File: src/common/coreTypes.sv
// Shared widths and encodings for the RV32 OP/OP-IMM core; pc counts instructions, not bytes
package coreTypes;

    localparam int XLEN     = 32;               // Data path width
    localparam int RegAddrW = 5;                // 32 general registers
    localparam int ShamtW   = 5;                // Shift amount width for XLEN 32

    typedef logic [XLEN-1:0]     dataT;         // Register or ALU value
    typedef logic [RegAddrW-1:0] regAddrT;      // Register index
    typedef logic [31:0]         pcT;           // Instruction counter
    typedef logic [31:0]         instrT;        // Raw instruction word
    typedef logic [ShamtW-1:0]   shamtT;        // Shift amount

    // Instruction field positions
    localparam int OpcodeLsb = 0;
    localparam int OpcodeW   = 7;
    localparam int RdLsb     = 7;
    localparam int Funct3Lsb = 12;
    localparam int Rs1Lsb    = 15;
    localparam int Rs2Lsb    = 20;
    localparam int Funct7Lsb = 25;
    localparam int ImmLsb    = 20;              // I-type immediate, also shamt on shifts
    localparam int ImmW      = 12;

    localparam logic [6:0] Funct7Base = 7'b0000000;
    localparam logic [6:0] Funct7Alt  = 7'b0100000;   // sub, sra, srai

    // Supported major opcodes
    typedef enum logic [6:0] {
        OpImm = 7'b0010011,
        OpReg = 7'b0110011
    } opcodeT;

    typedef enum logic [3:0] {
        AluAdd, AluSub, AluSll, AluSlt, AluSltu,
        AluXor, AluSrl, AluSra, AluOr,  AluAnd
    } aluOpT;

    // Sequencer FSM
    typedef enum logic [1:0] {
        SeqIdle,
        SeqRead,
        SeqExec,
        SeqWrite
    } seqStateT;

endpackage

File: src/common/aluIf.sv
// Start/done link to the ALU; op, a and b must stay stable from start until done
interface aluIf;
    import coreTypes::*;

    logic  start;       // One-cycle request
    aluOpT op;
    dataT  a;
    dataT  b;           // Low bits are the shift amount on shifts
    logic  done;        // One-cycle completion, once per start
    dataT  result;      // Held until the next start

    // Sequencer side
    modport master (
        output start, op, a, b,
        input  done, result
    );

    // ALU side
    modport slave (
        input  start, op, a, b,
        output done, result
    );

endinterface

File: src/design/instrDecoder.sv
// Combinational decode of OP and OP-IMM only; every other opcode is flagged illegal
module instrDecoder (
    input  coreTypes::instrT   instr,
    output coreTypes::regAddrT rs1,
    output coreTypes::regAddrT rs2,
    output coreTypes::regAddrT rd,
    output coreTypes::aluOpT   aluOp,
    output logic               useImm,
    output coreTypes::dataT    imm,
    output logic               illegal
);
    import coreTypes::*;

    opcodeT     opcode;
    logic [2:0] funct3;
    logic [6:0] funct7;
    shamtT      shamt;
    logic       isShift;
    logic       f7Base;     // funct7 all zero
    logic       f7AltOk;    // funct7 zero or the alternate encoding

    assign opcode  = opcodeT'(instr[OpcodeLsb +: OpcodeW]);
    assign funct3  = instr[Funct3Lsb +: 3];
    assign funct7  = instr[Funct7Lsb +: 7];
    assign shamt   = instr[ImmLsb +: ShamtW];
    assign rs1     = instr[Rs1Lsb +: RegAddrW];
    assign rs2     = instr[Rs2Lsb +: RegAddrW];
    assign rd      = instr[RdLsb +: RegAddrW];
    assign useImm  = (opcode == OpImm);
    assign isShift = (funct3 == 3'b001) || (funct3 == 3'b101);
    assign f7Base  = (funct7 == Funct7Base);
    assign f7AltOk = f7Base || (funct7 == Funct7Alt);

    // Shifts take a zero-extended shamt, the rest a sign-extended imm12
    assign imm = isShift ? {{(XLEN-ShamtW){1'b0}}, shamt}
                         : {{(XLEN-ImmW){instr[31]}}, instr[ImmLsb +: ImmW]};

    always_comb
    begin
        case (funct3)
            3'b000:  aluOp = (opcode == OpReg && funct7 == Funct7Alt) ? AluSub : AluAdd;
            3'b001:  aluOp = AluSll;
            3'b010:  aluOp = AluSlt;
            3'b011:  aluOp = AluSltu;
            3'b100:  aluOp = AluXor;
            3'b101:  aluOp = (funct7 == Funct7Alt) ? AluSra : AluSrl;   // Bit 30 picks sra
            3'b110:  aluOp = AluOr;
            default: aluOp = AluAnd;
        endcase
    end

    always_comb
    begin
        case (opcode)
            OpImm:   illegal = (funct3 == 3'b001) ? !f7Base :
                               (funct3 == 3'b101) ? !f7AltOk : 1'b0;    // Only shifts check funct7
            OpReg:   illegal = (funct3 == 3'b000 || funct3 == 3'b101) ? !f7AltOk : !f7Base;
            default: illegal = 1'b1;                                     // Loads, stores, lui...
        endcase
    end

endmodule

File: src/design/regFile.sv
// Two combinational read ports, one write port on the clock edge; x0 always reads zero
module regFile (
    input  logic               clk,
    input  logic               reset,
    input  coreTypes::regAddrT raddr1,
    input  coreTypes::regAddrT raddr2,
    output coreTypes::dataT    rdata1,
    output coreTypes::dataT    rdata2,
    input  logic               we,
    input  coreTypes::regAddrT waddr,
    input  coreTypes::dataT    wdata
);
    import coreTypes::*;

    localparam int NumRegs = 2 ** RegAddrW;

    dataT regs [NumRegs];

    always_ff @(posedge clk or posedge reset)
    begin
        if (reset)
        begin
            for (int i = 0; i < NumRegs; i++)
                regs[i] <= '0;              // Whole file reads zero after reset
        end
        else if (we && waddr != '0)         // x0 never written
        begin
            regs[waddr] <= wdata;
        end
    end

    // Read x0 as constant zero
    assign rdata1 = (raddr1 == '0) ? '0 : regs[raddr1];
    assign rdata2 = (raddr2 == '0) ? '0 : regs[raddr2];

endmodule

File: src/alu/alu.sv
// One-cycle ALU with a serial shifter, one bit per cycle; start is ignored while a shift runs
module alu (
    input logic clk,
    input logic reset,
    aluIf.slave bus
);
    import coreTypes::*;

    logic  running;     // Serial shift in progress
    shamtT count;       // Shift steps left
    shamtT shamt;
    logic  isShift;
    dataT  quick;       // Single-cycle result
    dataT  stepVal;     // Result after one more shift step

    assign shamt   = bus.b[ShamtW-1:0];        // Only low bits of b count
    assign isShift = (bus.op == AluSll) || (bus.op == AluSrl) || (bus.op == AluSra);

    always_comb
    begin
        case (bus.op)
            AluAdd:  quick = bus.a + bus.b;
            AluSub:  quick = bus.a - bus.b;
            AluSlt:  quick = {{(XLEN-1){1'b0}}, $signed(bus.a) < $signed(bus.b)};
            AluSltu: quick = {{(XLEN-1){1'b0}}, bus.a < bus.b};
            AluXor:  quick = bus.a ^ bus.b;
            AluOr:   quick = bus.a | bus.b;
            AluAnd:  quick = bus.a & bus.b;
            default: quick = bus.a;             // Shifts start from a
        endcase
    end

    // One shift position; op stays stable while running
    always_comb
    begin
        case (bus.op)
            AluSll:  stepVal = {bus.result[XLEN-2:0], 1'b0};
            AluSra:  stepVal = {bus.result[XLEN-1], bus.result[XLEN-1:1]};   // Keep sign
            default: stepVal = {1'b0, bus.result[XLEN-1:1]};
        endcase
    end

    always_ff @(posedge clk or posedge reset)
    begin
        if (reset)
        begin
            running  <= 1'b0;
            count    <= '0;
            bus.done <= 1'b0;
        end
        else
        begin
            bus.done <= 1'b0;                   // Pulse
            if (running)
            begin
                count <= count - 1'b1;
                if (count == shamtT'(1))        // Last step
                begin
                    running  <= 1'b0;
                    bus.done <= 1'b1;
                end
            end
            else if (bus.start)
            begin
                if (isShift && shamt != '0)
                begin
                    running <= 1'b1;
                    count   <= shamt;
                end
                else
                    bus.done <= 1'b1;           // Ready one cycle after start
            end
        end
    end

    // Result doubles as the shift register
    always_ff @(posedge clk)
    begin
        if (running)
            bus.result <= stepVal;
        else if (bus.start)
            bus.result <= quick;
    end

endmodule

File: src/design/sequencer.sv
// One instruction in flight; instrValid is only taken in SeqIdle, latency ends with rdValid
module sequencer #(
    parameter coreTypes::pcT ResetPc = '0
) (
    input  logic               clk,
    input  logic               reset,
    input  coreTypes::instrT   instr,
    input  logic               instrValid,
    output logic               busy,
    output coreTypes::pcT      pc,
    output logic               rdValid,
    output coreTypes::regAddrT rdAddr,
    output coreTypes::dataT    rdData,
    output logic               illegalInstr,
    output coreTypes::instrT   instrReg,        // Feeds the decoder
    input  coreTypes::regAddrT rs1,
    input  coreTypes::regAddrT rs2,
    input  coreTypes::regAddrT rd,
    input  coreTypes::aluOpT   aluOp,
    input  logic               useImm,
    input  coreTypes::dataT    imm,
    input  logic               illegal,
    output coreTypes::regAddrT raddr1,
    output coreTypes::regAddrT raddr2,
    input  coreTypes::dataT    rdata1,
    input  coreTypes::dataT    rdata2,
    output logic               we,
    output coreTypes::regAddrT waddr,
    output coreTypes::dataT    wdata,
    aluIf.master               alu
);
    import coreTypes::*;

    seqStateT state;
    regAddrT  rdQ;      // Destination held until write-back

    always_ff @(posedge clk or posedge reset)
    begin
        if (reset)
        begin
            state        <= SeqIdle;
            pc           <= ResetPc;
            alu.start    <= 1'b0;
            illegalInstr <= 1'b0;
        end
        else
        begin
            alu.start    <= 1'b0;               // Both are pulses
            illegalInstr <= 1'b0;
            case (state)
                SeqIdle:  if (instrValid) state <= SeqRead;
                SeqRead:
                begin
                    if (illegal)                // Skip, pc unchanged
                    begin
                        state        <= SeqIdle;
                        illegalInstr <= 1'b1;
                    end
                    else
                    begin
                        state     <= SeqExec;
                        alu.start <= 1'b1;
                    end
                end
                SeqExec:  if (alu.done) state <= SeqWrite;
                SeqWrite:
                begin
                    state <= SeqIdle;
                    pc    <= pc + 1'b1;         // One step per instruction
                end
                default:  state <= SeqIdle;
            endcase
        end
    end

    // Instruction and operand latches
    always_ff @(posedge clk)
    begin
        if (state == SeqIdle && instrValid)
            instrReg <= instr;
        if (state == SeqRead)
        begin
            rdQ   <= rd;
            alu.op <= aluOp;
            alu.a <= rdata1;
            alu.b <= useImm ? imm : rdata2;     // Immediate or rs2
        end
    end

    assign busy    = (state != SeqIdle);
    assign raddr1  = rs1;
    assign raddr2  = rs2;
    assign rdValid = (state == SeqWrite);
    assign rdAddr  = rdQ;
    assign rdData  = alu.result;                // ALU holds it past done
    assign we      = rdValid && (rdQ != '0);   // Result still reported for x0
    assign waddr   = rdQ;
    assign wdata   = alu.result;

endmodule

File: src/design/aluCore.sv
// Multi-cycle RV32 OP/OP-IMM execution core; no queue, instrValid while busy is dropped
module aluCore #(
    parameter coreTypes::pcT ResetPc = '0
) (
    input  logic               clk,
    input  logic               reset,
    input  coreTypes::instrT   instr,
    input  logic               instrValid,
    output logic               busy,
    output coreTypes::pcT      pc,
    output logic               rdValid,
    output coreTypes::regAddrT rdAddr,
    output coreTypes::dataT    rdData,
    output logic               illegalInstr
);
    import coreTypes::*;

    instrT   instrReg;
    regAddrT rs1, rs2, rd;
    aluOpT   aluOp;
    logic    useImm;
    dataT    imm;
    logic    illegal;
    regAddrT raddr1, raddr2, waddr;
    dataT    rdata1, rdata2, wdata;
    logic    we;

    aluIf aluBus ();

    instrDecoder uDecoder (
        .instr   (instrReg),
        .rs1     (rs1),
        .rs2     (rs2),
        .rd      (rd),
        .aluOp   (aluOp),
        .useImm  (useImm),
        .imm     (imm),
        .illegal (illegal)
    );

    regFile uRegFile (
        .clk    (clk),
        .reset  (reset),
        .raddr1 (raddr1),
        .raddr2 (raddr2),
        .rdata1 (rdata1),
        .rdata2 (rdata2),
        .we     (we),
        .waddr  (waddr),
        .wdata  (wdata)
    );

    alu uAlu (
        .clk   (clk),
        .reset (reset),
        .bus   (aluBus.slave)
    );

    sequencer #(
        .ResetPc (ResetPc)
    ) uSequencer (
        .clk          (clk),
        .reset        (reset),
        .instr        (instr),
        .instrValid   (instrValid),
        .busy         (busy),
        .pc           (pc),
        .rdValid      (rdValid),
        .rdAddr       (rdAddr),
        .rdData       (rdData),
        .illegalInstr (illegalInstr),
        .instrReg     (instrReg),
        .rs1          (rs1),
        .rs2          (rs2),
        .rd           (rd),
        .aluOp        (aluOp),
        .useImm       (useImm),
        .imm          (imm),
        .illegal      (illegal),
        .raddr1       (raddr1),
        .raddr2       (raddr2),
        .rdata1       (rdata1),
        .rdata2       (rdata2),
        .we           (we),
        .waddr        (waddr),
        .wdata        (wdata),
        .alu          (aluBus.master)
    );

endmodule

File: config.mk
export PLATFORM = sky130hd
export DESIGN_NAME = aluCore
export DESIGN_NICKNAME = d
export VERILOG_FILES = /design/src/common/coreTypes.sv /design/src/common/aluIf.sv /design/src/design/instrDecoder.sv /design/src/design/regFile.sv /design/src/alu/alu.sv /design/src/design/sequencer.sv /design/src/design/aluCore.sv
export SDC_FILE = /design/constraint.sdc
export NUM_CORES = 2
export LEC_CHECK = 0
export BUFFER_PORTS_ARGS = -buffer_cell sky130_fd_sc_hd__buf_2
export CAP_MARGIN = 20
export CORE_UTILIZATION = 43
export CTS_CLUSTER_SIZE = 8
export DETAILED_ROUTE_END_ITERATION = 12
export SLEW_MARGIN = 25
export SYNTH_ARGS = -nofsm -noshare
export SYNTH_HDL_FRONTEND = slang
export SYNTH_SLANG_ARGS = --single-unit
export TNS_END_PERCENT = 100
File: constraint.sdc
create_clock -name clk -period 72 [get_ports clk]
set_input_delay 14.4 -clock clk [delete_from_list [all_inputs] [get_ports clk]]
set_output_delay 14.4 -clock clk [all_outputs]
set_load 0.05 [all_outputs]
==> impl_metrics.py <==
metrics = {
    "status": {
        "status": "completed",
    },
    "cts": {
        "clock_sinks": 1204,
        "root_buffer": "clkbuf_16",
        "cts_buffers": 169,
        "clk_pin_slew_ps": 50,
        "cts_hold_buf": 0,
        "cts_resized": 0,
        "cts_htree_levels": 4,
        "post-cts-setup-buffers": 0,
        "insertion_delay_ps": 800,
        "cts_tree": "yes",
        "cts_buffer_depth": 3,
    },
    "routing": {
        "drt_iter0_markers": 3744,
        "vias_per_cell": 6.371,
        "drc": 0,
        "ant_nets": 0,
        "firstDrtPassIters": 5,
        "routedWlPerCell_um": 30.84,
        "wl_mm": 201.9,
        "num_vias": 41710,
    },
    "placement": {
        "placed_cell_area_um2": 68580,
        "dpl.hpwl_mm": 113.7,
        "io_buffers": 106,
        "dp.cells": 6307,
        "gp_congestion": 0.9060,
    },
    "logic_synthesis": {
        "syn_nets": 4654,
        "synth_top_cell_by_area": "dfrtp_1",
        "ys_seq_area_share_pct": 46.68,
        "synth_cell_type_count": 83,
        "synth_area_um2": 66020,
        "ys_ff_latch": 1204,
        "syn_avg_cell_area_um2": 14.63,
        "ys.flop_type": "dfrtp_1",
        "ys_async_sr_fraction_pct": 88.62,
        "synth-edff-count": 137,
        "yosys_warnings": 0,
        "synthTopCellsByArea": "dfrtp_1 40%, mux4_2 22%, mux2_2 17%",
        "synth_cells": 4511,
        "synth_top_area_share_pct": 40.44,
    },
    "power_and_ir_drop": {
        "p_seq_share_pct": 45.2,
        "vdd_ir_drop_max_v": 0.00002520,
        "p_comb_share_pct": 7.7,
        "switching_share_pct": 24.66,
        "p_int_uw": 1173,
        "power.switching_uw": 383.9,
        "power_density_nw_per_um2": 21.22,
        "power.leakage_uw": 0.03312,
        "p_clk_share_pct": 47.2,
    },
    "floorplan": {
        "die_h_um": 393.8,
        "start_util_pct": 43.41,
        "dieArea_um2": 155100,
        "die_x_um": 393.8,
        "pin_count": 107,
        "core_um2": 152100,
        "rows": 143,
    },
    "hold_path": {
        "hp-start": "uRegFile.regs[996]",
        "hp-class": "reg2reg",
        "whs_endpoint": "uRegFile.regs[996]",
        "hold_depth": 0,
    },
    "critical_path": {
        "crit_required_ps": 72850,
        "rrSetupSlack_ps": 67150,
        "critPathMaxStageDelay_ps": 810,
        "critPathSlowestCell": "buf_4",
        "cp_max_fo": 107,
        "path_cells": "buf_2, inv_8, buf_4, buf_6, buf_4, buf_6",
        "crit_path_end_kind": "asynchronous set/reset pin",
        "crit_type": "in2async",
        "timing.rr.start": "uSequencer.instrReg[20]",
        "critPathLaunchType": "input port",
        "worstPathArrival_ps": 18190,
        "rr_endpoint": "uSequencer.alu.b[18]",
        "crit_family": "buffers and inverters",
        "crit_buf_inv": 6,
        "reg2regPathDepth": 8,
    },
    "sta": {
        "setup_viol": 0,
        "skew_ps": 28.60,
        "slew_headroom_pct": 23.76,
        "drv_slew": 0,
        "timing.final.crit_share_pct": 24.08,
        "fin_setup_tns_ps": 0,
        "worstMarginPinSlew_ps": 1115,
        "rsz0062_at_grt": "false",
        "max_freq_mhz": 57.68,
        "hold_viol": 0,
        "period_needed_ps": 17340,
    },
    "cells_and_area": {
        "fin_nets": 4594,
        "area_delta_synth_final_pct": 11.10,
        "finalInstanceArea_um2": 73350,
        "layout-drive-gt1-share_pct": 46.72,
        "fin_cells": 6547,
    },
    "global_routing": {
        "groute.usage.overall_pct": 26.32,
        "grt_overflow_total": 0,
        "grt_pass1_vias": 43150,
        "antenna_found_initial": 6,
        "grt_max_degree": 160,
        "grt_first_pass_wirelength_mm": 300.8,
    },
    "flow_run": {
        "drv_cap": 0,
    },
}
-- power groups by stage --
| stage | logic (µW) | registers [µW] | clock network [µW] |
|---|---|---|---|
| 5_1_grt | 129 | 703 | 773 |
| 4_1_cts | 119 | 703 | 748 |
| 2_1_floorplan | 81.6 | 715 | 0 |
| 3_5_place_dp | 119 | 714 | 0 |
| 3_3_place_gp | 119 | 714 | 0 |
| 6_report | 119 | 703 | 734 |
-- worst max path at each step --
stage / to / slack [ps] / start / cells past startpoint
2_1_floorplan: asynchronous set/reset pin / 27560 / reset / 1
3_3_place_gp: uRegFile.regs[120] / 53150 / reset / 6
3_5_place_dp: uRegFile.regs[120] / 53140 / reset / 6
4_1_cts: uRegFile.regs[122] / 53980 / reset / 6
5_1_grt: uRegFile.regs[442] / 54110 / reset / 6
6_report: uRegFile.regs[506] / 54660 / reset / 6
-- Yosys cell counts, drive strengths merged, types with 6 or more instances --
cell and count:
dfrtp 1067, or3 11, xor2 16, o221ai 8
a22oi 9, nand2b 11, or4 9, a21oi 97
nor2 149, o211ai 19, buf 125, clkbuf 332
edfxtp 137, xnor2 45, mux2i 74, nand4 13
a31oi 14, o21bai 8, a311oi 11, o21ai 112
o22ai 9, ha 106, inv 111, nor3 26
o31ai 7, a221oi 17, nand3 28, mux4 638
a21o 9, nand2 157, a211oi 15, nor4 10
mux2 995, nor2b 11, o21a 10, and3 16
nand3b 10, nor3b 6
-- worst register-to-register path, stage by stage (launching register included) --
cell	delay, ps
edfxtp_1	310
buf_4	570
buf_4	700
buf_4	550
buf_4	620
mux4_2	610
mux4_2	520
mux2i_1	490
o21ai_0	180
-- cells in the final DEF (no fill, tap or decap), types with 10 or more instances in the layout --
master	synthesis	final
dfrtp_1	1067	1066
mux2i_1	74	74
xor2_1	16	16
nor3_1	26	25
inv_1	108	107
edfxtp_1	137	137
or3_1	10	10
nand4_1	13	13
and3_1	16	16
a31oi_1	13	13
xnor2_1	45	45
nand2_1	156	145
a21oi_1	96	96
nor2_1	149	134
mux2_2	995	995
clkbuf_1	332	51
buf_2	37	106
buf_4	2	103
nand3b_1	10	10
o211ai_1	18	18
a211oi_1	12	12
nand2_4	0	11
o21a_1	10	10
clkbuf_16	0	175
mux4_2	638	638
ha_1	106	106
o21ai_0	103	103
a221oi_1	15	15
nand3_1	28	28
nor2_4	0	14
-- layer usage --
layer  vias up  track usage (%)  wire, µm
met2      1656            40.68     93620
met3       337            5.138     15340
met4         0            7.893      5701
li1      17150                -         -
met5         -                0         0
met1     22570            37.69     87210
-- per-stage QoR --
| stage | worst slack (ps) | util, % | total power [µW] | hold slack (ps) |
|---|---|---|---|---|
| after floorplan | 27560 | - | 796.7 | 400.3 |
| after global placement | 53150 | 45.07 | 833.2 | 364.0 |
| after detailed placement | 53140 | 45.09 | 833.4 | 363.5 |
| after CTS | 53980 | 48.18 | 1570 | 374.7 |
| after global routing | 54110 | 48.23 | 1605 | 404.1 |
| final | 54660 | 48.23 | 1557 | 375.1 |
-- cells by family after synthesis --
group,Yosys count,share of synthesized area [%]
mux,1707,39.86
flops,1204,46.68
buf+inv,569,3.343
simple gates,473,3.353
compound gates,389,3.891
fa+ha+maj,108,2.070
xor+xnor,61,0.8093
-- registers in the layout (all words and copies together) (netlist names), named ones only --
register                 cells
uSequencer.alu.start         1
uSequencer.pc               32
uSequencer.state             1
uSequencer.alu.b            32
uSequencer.instrReg         32
uSequencer.rdAddr            5
uSequencer.alu.op            4
uAlu.bus.result             32
uAlu.running                 1
uRegFile.regs             1024
uSequencer.illegalInstr      1
uAlu.bus.done                1
uSequencer.alu.a            32
uAlu.count                   5
-- cell type report --
type | count | area (µm²)
inverters | 112 | 430.4
well taps | 2030 | 2540
repair buffers | 226 | 1614
clock inverters | 8 | 92.59
multi-input cells | 2738 | 33250
flip-flops and latches | 1204 | 30820
fillers | 13110 | 78740
clock buffers | 228 | 4598
diodes | 1 | 2.502
No activity file was read; power rests on OpenSTA's default activity.
